--- config.mk ---
export PLATFORM = sky130hd
export DESIGN_NAME = mergeRx
export DESIGN_NICKNAME = d
export VERILOG_FILES = /design/src/hw/mmsSmdPkg.sv /design/src/hw/mmsRxPkg.sv /design/src/hw/smdDecode.sv /design/src/hw/fragmentSequencer.sv /design/src/hw/packetDeliver.sv /design/src/hw/mergeRx.sv
export SDC_FILE = /design/constraint.sdc
export NUM_CORES = 1
export LEC_CHECK = 0
export ABC_CLOCK_PERIOD_IN_PS = 3900
export BUFFER_PORTS_ARGS = -buffer_cell sky130_fd_sc_hd__buf_2
export CORE_ASPECT_RATIO = 0.8
export CORE_MARGIN = 4
export CORE_UTILIZATION = 55
export CTS_CLUSTER_SIZE = 40
export DETAILED_ROUTE_END_ITERATION = 8
export PLACE_DENSITY = 0.78
export SYNTH_ARGS = -nofsm -noshare
export SYNTH_HDL_FRONTEND = slang
export SYNTH_SLANG_ARGS = --single-unit
--- constraint.sdc ---
create_clock -name clk -period 3.9 [get_ports clk]
set_clock_uncertainty 0.15 [all_clocks]
set_input_delay 0.195 -clock clk [delete_from_list [all_inputs] [get_ports clk]]
set_output_delay 0.195 -clock clk [all_outputs]
set_load 0.05 [all_outputs]
--- src/hw/mmsSmdPkg.sv ---
//====================================================================
// Octet codes of Table 99-1. Each packed array is indexed by its count.
//====================================================================
package mmsSmdPkg;

    // Preamble octet, repeated any number of times before the SMD.
    localparam logic [7:0] preambleOctet = 8'h55;

    // Single-code delimiters.
    localparam logic [7:0] smdExpress = 8'hD5;
    localparam logic [7:0] smdVerify  = 8'h07;
    localparam logic [7:0] smdRespond = 8'h19;

    // SMD-S by frame count 0 to 3.
    localparam logic [3:0][7:0] smdStartCodes = {8'hB3, 8'h7F, 8'h4C, 8'hE6};

    // SMD-C by frame count 0 to 3.
    localparam logic [3:0][7:0] smdContCodes = {8'h2A, 8'h9E, 8'h52, 8'h61};

    // Fragment count octet that follows an SMD-C.
    // Same values as SMD-S, but a separate field on the wire.
    localparam logic [3:0][7:0] fragCountCodes = {8'hB3, 8'h7F, 8'h4C, 8'hE6};

endpackage

--- src/hw/mmsRxPkg.sv ---
//====================================================================
// CRC is the reflected CRC-32; an mCRC is the FCS value XOR mcrcMask.
//====================================================================
package mmsRxPkg;

    // Kind of mPacket found by the SMD decoder.
    typedef enum logic [2:0]
    {
        kindExpress,
        kindStart,
        kindCont,
        kindVerify,
        kindRespond,
        kindBad
    } mPacketKind;

    // Output stream an mPacket is steered to.
    typedef enum logic [1:0]
    {
        portExpress,
        portPreempt,
        portVerify
    } deliverPort;

    // Frame count and fragment count share this width.
    typedef logic [1:0] frameCount;

    localparam logic [31:0] crcPoly  = 32'hEDB88320;
    localparam logic [31:0] crcInit  = 32'hFFFFFFFF;
    localparam logic [31:0] mcrcMask = 32'h0000FFFF;

    // Advance the running CRC by one octet, LSB first.
    function automatic logic [31:0] crcNextOctet(input logic [31:0] crc,
                                                 input logic [7:0]  octet);
        logic [31:0] c;
        c = crc;
        for (int i = 0; i < 8; i++)
        begin
            if (c[0] ^ octet[i])
                c = (c >> 1) ^ crcPoly;
            else
                c = c >> 1;
        end
        return c;
    endfunction

endpackage

--- src/hw/smdDecode.sv ---
`timescale 1ns/1ps
//====================================================================
// An mPacket is one run of rxDv; preamble length is not checked.
// Unknown SMD or fragment count codes give kindBad and no data octets.
//====================================================================
module smdDecode
    import mmsSmdPkg::*, mmsRxPkg::*;
(
    input  logic       clk,
    input  logic       reset_begin,
    input  logic       rxDv,
    input  logic [7:0] rxData,
    output logic       octValid,
    output logic [7:0] octData,
    output logic       pktStart,
    output mPacketKind pktKind,
    output frameCount  pktFrame,
    output frameCount  pktFrag,
    output logic       pktEnd
);

    // Hunt covers idle and preamble; drop swallows a bad mPacket.
    typedef enum logic [1:0] {stHunt, stFrag, stData, stDrop} decodeState;

    decodeState state;
    logic       firstOct;
    mPacketKind smdKind;
    frameCount  smdFrame;
    logic       fragHit;
    frameCount  fragVal;

    // Table lookup of the current octet as SMD and as fragment count.
    always_comb
    begin
        smdKind  = kindBad;
        smdFrame = '0;
        fragHit  = 1'b0;
        fragVal  = '0;
        if (rxData == smdExpress)
            smdKind = kindExpress;
        else if (rxData == smdVerify)
            smdKind = kindVerify;
        else if (rxData == smdRespond)
            smdKind = kindRespond;
        for (int i = 0; i < 4; i++)
        begin
            if (rxData == smdStartCodes[i])
            begin
                smdKind  = kindStart;
                smdFrame = frameCount'(i);
            end
            if (rxData == smdContCodes[i])
            begin
                smdKind  = kindCont;
                smdFrame = frameCount'(i);
            end
            if (rxData == fragCountCodes[i])
            begin
                fragHit = 1'b1;
                fragVal = frameCount'(i);
            end
        end
    end

    always_ff @(posedge clk)
    begin
        if (reset_begin)
        begin
            state    <= stHunt;
            firstOct <= 1'b0;
            octValid <= 1'b0;
            pktStart <= 1'b0;
            pktEnd   <= 1'b0;
            pktKind  <= kindExpress;
            pktFrame <= '0;
            pktFrag  <= '0;
        end
        else
        begin
            // Pulses by default.
            octValid <= 1'b0;
            pktStart <= 1'b0;
            pktEnd   <= 1'b0;
            case (state)
                stHunt:
                    // First non-preamble octet is the SMD.
                    if (rxDv && rxData != preambleOctet)
                    begin
                        pktKind  <= smdKind;
                        pktFrame <= smdFrame;
                        firstOct <= 1'b1;
                        if (smdKind == kindBad)
                        begin
                            pktStart <= 1'b1;
                            state    <= stDrop;
                        end
                        else if (smdKind == kindCont)
                            state <= stFrag;
                        else
                            state <= stData;
                    end
                stFrag:
                    // Fragment count octet after SMD-C.
                    if (!rxDv)
                        state <= stHunt;
                    else if (fragHit)
                    begin
                        pktFrag <= fragVal;
                        state   <= stData;
                    end
                    else
                    begin
                        pktKind  <= kindBad;
                        pktStart <= 1'b1;
                        state    <= stDrop;
                    end
                stData:
                    if (!rxDv)
                    begin
                        // No end for an mPacket that never started.
                        pktEnd <= !firstOct;
                        state  <= stHunt;
                    end
                    else
                    begin
                        octValid <= 1'b1;
                        pktStart <= firstOct;
                        firstOct <= 1'b0;
                    end
                default:
                    if (!rxDv)
                    begin
                        pktEnd <= 1'b1;
                        state  <= stHunt;
                    end
            endcase
        end
    end

    // Data path, follows rxData one cycle late.
    always_ff @(posedge clk)
    begin
        octData <= rxData;
    end

endmodule

--- src/hw/fragmentSequencer.sv ---
`timescale 1ns/1ps
//====================================================================
// contOk must reflect the last preemptable fragment before the next SMD.
// kindBad mPackets are dropped and leave an open packet untouched.
//====================================================================
module fragmentSequencer
    import mmsRxPkg::*;
(
    input  logic       clk,
    input  logic       reset_begin,
    input  logic       octValid,
    input  logic [7:0] octData,
    input  logic       pktStart,
    input  mPacketKind pktKind,
    input  frameCount  pktFrame,
    input  frameCount  pktFrag,
    input  logic       pktEnd,
    input  logic       contOk,
    output logic       fwdValid,
    output logic [7:0] fwdData,
    output deliverPort fwdPort,
    output logic       fwdStart,
    output logic       fwdEnd,
    output mPacketKind fwdKind,
    output logic       fwdAbort
);

    // Open preempted packet.
    frameCount  openFrame;
    frameCount  nextFrag;
    // Current mPacket is being forwarded.
    logic       curFwd;
    logic       contMatch;
    logic       startFwd;
    deliverPort startPort;

    // Routing decision for an mPacket at its first octet.
    always_comb
    begin
        // contOk high means a packet is open and waits for SMD-C.
        contMatch = contOk && pktFrame == openFrame && pktFrag == nextFrag;
        startFwd  = 1'b1;
        startPort = portExpress;
        case (pktKind)
            kindExpress:
                startPort = portExpress;
            kindStart:
                startPort = portPreempt;
            kindCont:
            begin
                startPort = portPreempt;
                startFwd  = contMatch;
            end
            kindVerify, kindRespond:
                startPort = portVerify;
            default:
                startFwd = 1'b0;
        endcase
    end

    always_ff @(posedge clk)
    begin
        if (reset_begin)
        begin
            curFwd    <= 1'b0;
            fwdValid  <= 1'b0;
            fwdStart  <= 1'b0;
            fwdEnd    <= 1'b0;
            fwdAbort  <= 1'b0;
            fwdPort   <= portExpress;
            fwdKind   <= kindExpress;
            openFrame <= '0;
            nextFrag  <= '0;
        end
        else
        begin
            fwdValid <= octValid && (pktStart ? startFwd : curFwd);
            fwdStart <= pktStart && startFwd;
            fwdEnd   <= pktEnd && curFwd;
            // New SMD-S or a rejected SMD-C kills the waiting packet.
            fwdAbort <= pktStart && contOk &&
                        (pktKind == kindStart || (pktKind == kindCont && !contMatch));
            if (pktStart)
            begin
                curFwd <= startFwd;
                if (startFwd)
                begin
                    fwdPort <= startPort;
                    fwdKind <= pktKind;
                end
                if (pktKind == kindStart)
                begin
                    openFrame <= pktFrame;
                    nextFrag  <= '0;
                end
                // Fragment count wraps modulo 4.
                if (pktKind == kindCont && contMatch)
                    nextFrag <= nextFrag + 2'd1;
            end
        end
    end

    // Octet payload.
    always_ff @(posedge clk)
    begin
        fwdData <= octData;
    end

endmodule

--- src/hw/packetDeliver.sv ---
`timescale 1ns/1ps
//====================================================================
// Preemptable CRC runs from SMD-S across all SMD-C fragments.
// An mPacket with fewer than four octets ends as errored.
//====================================================================
module packetDeliver
    import mmsRxPkg::*;
(
    input  logic       clk,
    input  logic       reset_begin,
    input  logic       fwdValid,
    input  logic [7:0] fwdData,
    input  deliverPort fwdPort,
    input  logic       fwdStart,
    input  logic       fwdEnd,
    input  mPacketKind fwdKind,
    input  logic       fwdAbort,
    output logic       contOk,
    output logic       eValid,
    output logic [7:0] eData,
    output logic       eEnd,
    output logic       eErr,
    output logic       pValid,
    output logic [7:0] pData,
    output logic       pEnd,
    output logic       pErr,
    output logic       verifyRcvd,
    output logic       respondRcvd
);

    // Four-octet delay line, newest in [3], oldest in [0].
    logic [3:0][7:0] held;
    logic [2:0]      heldCnt;
    deliverPort      curPort;
    mPacketKind      curKind;
    // Express and verify share one CRC, they never overlap.
    logic [31:0]     crcE;
    logic [31:0]     crcP;
    logic [31:0]     crcCur;
    logic            leaving;
    logic            fullCheck;
    logic            isFcs;
    logic            isMcrc;

    always_comb
    begin
        fullCheck = heldCnt == 3'd4;
        // Oldest octet leaves once four newer ones sit behind it.
        leaving   = fwdValid && !fwdStart && fullCheck;
        crcCur    = (curPort == portPreempt) ? crcP : crcE;
        // Held octets read as a 32-bit check, low octet first.
        isFcs     = fullCheck && held == ~crcCur;
        isMcrc    = fullCheck && held == (~crcCur ^ mcrcMask);
    end

    always_ff @(posedge clk)
    begin
        if (reset_begin)
        begin
            heldCnt     <= '0;
            curPort     <= portExpress;
            curKind     <= kindExpress;
            contOk      <= 1'b0;
            eValid      <= 1'b0;
            eEnd        <= 1'b0;
            eErr        <= 1'b0;
            pValid      <= 1'b0;
            pEnd        <= 1'b0;
            pErr        <= 1'b0;
            verifyRcvd  <= 1'b0;
            respondRcvd <= 1'b0;
        end
        else
        begin
            eValid <= leaving && curPort == portExpress;
            pValid <= leaving && curPort == portPreempt;
            // Express always ends with a marker.
            eEnd   <= fwdEnd && curPort == portExpress;
            eErr   <= fwdEnd && curPort == portExpress && !isFcs;
            // Preemptable mCRC ending gives no marker.
            pEnd   <= fwdEnd && curPort == portPreempt && isFcs;
            pErr   <= fwdAbort ||
                      (fwdEnd && curPort == portPreempt && !isFcs && !isMcrc);
            verifyRcvd  <= fwdEnd && curPort == portVerify && isMcrc &&
                           curKind == kindVerify;
            respondRcvd <= fwdEnd && curPort == portVerify && isMcrc &&
                           curKind == kindRespond;
            if (fwdValid)
                heldCnt <= fwdStart ? 3'd1 : (fullCheck ? 3'd4 : heldCnt + 3'd1);
            if (fwdStart)
            begin
                curPort <= fwdPort;
                curKind <= fwdKind;
            end
            // Waiting for continuation only between fragments.
            if (fwdAbort || (fwdStart && fwdPort == portPreempt))
                contOk <= 1'b0;
            else if (fwdEnd && curPort == portPreempt && isMcrc)
                contOk <= 1'b1;
        end
    end

    // Delay line, output octets and running CRCs.
    always_ff @(posedge clk)
    begin
        if (fwdValid)
            held <= {fwdData, held[3:1]};
        if (leaving)
        begin
            eData <= held[0];
            pData <= held[0];
        end
        if (fwdStart && fwdPort != portPreempt)
            crcE <= crcInit;
        else if (leaving && curPort != portPreempt)
            crcE <= crcNextOctet(crcE, held[0]);
        // SMD-C keeps the CRC of the fragments before it.
        if (fwdStart && fwdKind == kindStart)
            crcP <= crcInit;
        else if (leaving && curPort == portPreempt)
            crcP <= crcNextOctet(crcP, held[0]);
    end

endmodule

--- src/hw/mergeRx.sv ---
`timescale 1ns/1ps
//====================================================================
// Receive side only; no back-pressure on any output stream.
//====================================================================
module mergeRx
    import mmsRxPkg::*;
(
    input  logic       clk,
    input  logic       reset_begin,
    input  logic       rxDv,
    input  logic [7:0] rxData,
    output logic       eValid,
    output logic [7:0] eData,
    output logic       eEnd,
    output logic       eErr,
    output logic       pValid,
    output logic [7:0] pData,
    output logic       pEnd,
    output logic       pErr,
    output logic       verifyRcvd,
    output logic       respondRcvd
);

    // Decode to sequencer.
    logic       octValid;
    logic [7:0] octData;
    logic       pktStart;
    mPacketKind pktKind;
    frameCount  pktFrame;
    frameCount  pktFrag;
    logic       pktEnd;

    // Sequencer to delivery, and the mCRC feedback.
    logic       fwdValid;
    logic [7:0] fwdData;
    deliverPort fwdPort;
    logic       fwdStart;
    logic       fwdEnd;
    mPacketKind fwdKind;
    logic       fwdAbort;
    logic       contOk;

    smdDecode smdDecode_i (
        .clk         (clk),
        .reset_begin (reset_begin),
        .rxDv        (rxDv),
        .rxData      (rxData),
        .octValid    (octValid),
        .octData     (octData),
        .pktStart    (pktStart),
        .pktKind     (pktKind),
        .pktFrame    (pktFrame),
        .pktFrag     (pktFrag),
        .pktEnd      (pktEnd)
    );

    fragmentSequencer fragmentSequencer_i (
        .clk         (clk),
        .reset_begin (reset_begin),
        .octValid    (octValid),
        .octData     (octData),
        .pktStart    (pktStart),
        .pktKind     (pktKind),
        .pktFrame    (pktFrame),
        .pktFrag     (pktFrag),
        .pktEnd      (pktEnd),
        .contOk      (contOk),
        .fwdValid    (fwdValid),
        .fwdData     (fwdData),
        .fwdPort     (fwdPort),
        .fwdStart    (fwdStart),
        .fwdEnd      (fwdEnd),
        .fwdKind     (fwdKind),
        .fwdAbort    (fwdAbort)
    );

    packetDeliver packetDeliver_i (
        .clk         (clk),
        .reset_begin (reset_begin),
        .fwdValid    (fwdValid),
        .fwdData     (fwdData),
        .fwdPort     (fwdPort),
        .fwdStart    (fwdStart),
        .fwdEnd      (fwdEnd),
        .fwdKind     (fwdKind),
        .fwdAbort    (fwdAbort),
        .contOk      (contOk),
        .eValid      (eValid),
        .eData       (eData),
        .eEnd        (eEnd),
        .eErr        (eErr),
        .pValid      (pValid),
        .pData       (pData),
        .pEnd        (pEnd),
        .pErr        (pErr),
        .verifyRcvd  (verifyRcvd),
        .respondRcvd (respondRcvd)
    );

endmodule

==> flow_summary.ini <==
[outcome]
run_status = finished clean

[floorplanning]
die_span_y_um = 116
num_io_pins = 35
core.rowCount = 39
placeableCoreArea_um2 = 14200
design.die.area_um2 = 16500
start_util_pct = 56.1
die_w_um = 143

[worst_setup_path]
cp.arrival_ns = 3.26
timing_worst_setup_path_type = flop to flop
r2r-start = packetDeliver_i.curPort[1]
timing.reg2reg.worst_path_depth = 8
cp_slowest_cell = sky130_fd_sc_hd__and2b_1
worst_setup_path_end_kind = flop
critPathLaunchType = flop
cp_cell_sequence = and2b_1 -> buf_4 -> mux2i_1 -> xnor2_1 -> nand4_1 -> or4_4 -> a2111oi_2 -> o22ai_1
max_stage_delay_ns = 0.71
regToRegEndpoint = packetDeliver_i.pErr
worst-r2r-setup-slack_ns = 0.77
cp_data_required_time_ns = 4.03
crit_fanout = 15

[min_path]
hold_path_end = packetDeliver_i.curKind[1]
min_path_type = input port to flop
hold_path_start = reset_begin
min_path_cells = 2

[synth]
syn_inst = 778
syn-mean-instance-area_um2 = 10.3
synth.cells.most_frequent = sky130_fd_sc_hd__xnor2_1 (127), sky130_fd_sc_hd__dfxtp_1 (124), sky130_fd_sc_hd__nand2_1 (88)
synth.most_common_cell = sky130_fd_sc_hd__xnor2_1
synth_top_area_share_pct = 31.1
proportion_of_synthesized_flip_flops_having_asynchronous_set_or_reset_pct = 0
synth_flop_cell = sky130_fd_sc_hd__dfxtp_1
synth_edf_count = 40
yosysUniqueCellTypes = 65
syn-cell-area_um2 = 7990
ys_top_cells_by_area = sky130_fd_sc_hd__dfxtp_1 (31%), sky130_fd_sc_hd__edfxtp_1 (15%), sky130_fd_sc_hd__xnor2_1 (14%)
synth_warnings = 0
syn-num-nets = 795
synth_sequential_area_ratio_pct = 46.1
postSynthRegisterBits = 164
synth_top_cell_by_area = sky130_fd_sc_hd__dfxtp_1

[place]
place_area_um2 = 8260
gpl.final_weighted_congestion = 0.927
place.port_buffers = 34
dpl.hpwl_mm = 13.3

[detailed_routing]
drtPass1Iterations = 5
post_drt_via_cell_ratio = 5.86
route.antenna.remaining_nets = 0
vias = 5910
drc_errors = 0
drtIter0Drc = 502
totalWireLength_mm = 18.4
drt-wirelength-per-cell_um = 18.2

[global_routing]
grt_antenna_before_repair = 0
grt.total_usage_pct = 23.1
grt_pass1_vias = 5515
wire_length_of_the_first_global_routing_pass_mm = 29.5
grt.overflow.total = 0
grt_start_max_net_pins = 65

[clocking]
clockBufferDepth = 2
clk_root_buffer_cell = sky130_fd_sc_hd__clkbuf_16
cts_buffers = 17
tritoncts = done
clock_sinks = 164
post_cts_setup_repair_buffer_count = 0
cts.reportedPaths.clkPinSlew_ns = 0.06
h_tree_levels = 4
worst_skew_pair.late_latency_ns = 0.43

[cells_and_area]
syn_to_final_growth_pct = 11.7
final_nets = 828
diodes = 0
layout.cell_area.non_filler_um2 = 8920
layout_cell_share_with_drive_strength_beyond_1_pct = 11.3

[power_and_ir_drop]
netSwitchingFraction_pct = 33.2
power_per_cell_area_nw_per_um2 = 600
comb_power_share_pct = 30.2
clockPowerShare_pct = 30.1
intPower_uw = 3580
power_uw = 5350
switching_pwr_uw = 1780
static-leakage-power_uw = 0.00341
power.ir.vdd_worst_uv = 329
power.sequential.fraction_pct = 39.6

[timing]
setup_total_negative_slack_ns = 0
timing.max_slew.rel_slack_pct = 16.7
rsz0062_at_grt = no
post-route-min-period_ns = 3.13
hold_viol = 0
worst-slew-pin-transition_ns = 1.25
hold_slack_ns = 0.154
period_share_pct = 80.2
drv_slew = 0
max_freq_ghz = 0.320
setup_viol = 0

[flow_run]
max_cap_violations = 0
state kept, by name (all words and copies together) (netlist names), 2 cells and up:
signal and cells:
packetDeliver_i.crcE 32, packetDeliver_i.crcP 32, packetDeliver_i.held 32, fragmentSequencer_i.fwdData 8, packetDeliver_i.eData 8, smdDecode_i.octData 8
fragmentSequencer_i.fwdKind 3, packetDeliver_i.curKind 3, packetDeliver_i.heldCnt 3, smdDecode_i.pktKind 3, fragmentSequencer_i.fwdPort 2, fragmentSequencer_i.nextFrag 2
fragmentSequencer_i.openFrame 2, packetDeliver_i.curPort 2, smdDecode_i.pktFrag 2, smdDecode_i.pktFrame 2, smdDecode_i.state 2
timing repair:
action / in CTS / in global routing
hold endpoints to repair: 12 / 0
gates resized for setup: 0 / 0
hold buffers: 9 / 0
endpoints found under the setup margin: 0 / 0
placed cells by master, fill, tap and decap left out, drive strengths merged, types with 6 or more instances in the layout:
| cell | Yosys | routed |
|---|---|---|
| nor3 | 9 | 9 |
| nand4 | 9 | 9 |
| xor2 | 44 | 44 |
| nand2b | 17 | 17 |
| a21oi | 13 | 13 |
| xnor2 | 131 | 131 |
| dlygate4sd3 | 0 | 9 |
| ha | 6 | 6 |
| inv | 15 | 23 |
| edfxtp | 40 | 40 |
| clkbuf | 27 | 17 |
| nor4 | 8 | 8 |
| buf | 14 | 46 |
| o211ai | 63 | 63 |
| o21ai | 12 | 12 |
| nand3 | 13 | 13 |
| nand2 | 88 | 88 |
| mux2i | 42 | 42 |
| dfxtp | 124 | 124 |
| nor2 | 35 | 35 |
cell type report:
cell class / count / area, um^2
repair buffers: 55 / 350
clock inverters: 15 / 143
well taps: 184 / 230
inverters: 15 / 56.3
multi-input cells: 558 / 4030
clock buffers: 17 / 425
fillers: 1116 / 5330
flip-flops and latches: 164 / 3680
power groups by stage:
stage          Combinational, uW  Sequential (uW)  Clock [uW]
2_1_floorplan               1340             2050           0
3_3_place_gp                1540             2140           0
3_5_place_dp                1600             2150           0
4_1_cts                     1620             2110        1640
5_1_grt                     1760             2140        1710
6_report                    1620             2120        1610
kinds of logic (layout without fill, tap and decap cells):
kind of cell / Yosys count / in the layout / synth area share (%)
xor+xnor: 175 / 175 / 20.0
mux: 42 / 42 / 5.26
simple gates: 209 / 209 / 12.8
compound gates: 126 / 126 / 11.3
flops: 164 / 164 / 46.1
fa+ha+maj: 6 / 6 / 0.940
buf+inv: 56 / 102 / 3.54
stage by stage:
stage	worst slack [ns]	cells	utilization, %
CTS	0.778	1008	62.6
floorplan	1.09	778	-
global route	0.576	1008	62.6
finish	0.771	1008	62.6
global placement	0.977	967	58.0
detailed placement	0.823	967	58.0
worst max-delay path, delay by kind of cell, from the launching register on:
| family | cells | cell delay (ns) |
|---|---|---|
| simple gates | 3 | 1.31 |
| xor+xnor | 1 | 0.17 |
| compound gates | 2 | 0.49 |
| mux | 1 | 0.25 |
| buf+inv | 1 | 0.27 |
| flops | 1 | 0.36 |
worst max-delay path by stage:
| stage | endpoint | slack, ns | start | cells after the start |
|---|---|---|---|---|
| after floorplan | packetDeliver_i.crcP[10] | 1.09 | fragmentSequencer_i.fwdValid | 6 |
| after global placement | packetDeliver_i.pErr | 0.98 | packetDeliver_i.curPort[0] | 8 |
| after detailed placement | packetDeliver_i.pErr | 0.82 | packetDeliver_i.curPort[0] | 8 |
| after CTS | packetDeliver_i.pErr | 0.78 | packetDeliver_i.curPort[1] | 8 |
| after global routing | packetDeliver_i.pErr | 0.58 | packetDeliver_i.curPort[0] | 8 |
| final | packetDeliver_i.pErr | 0.77 | packetDeliver_i.curPort[1] | 8 |
routing by layer:
metal	global-route usage, %	wire length, um	up-vias
met3	6.11	1280	40
met2	34.9	8220	223
met4	7.28	399	0
met5	0	0	-
li1	-	-	2793
met1	32.6	8480	2854
(Power assumes the default switching activity.)
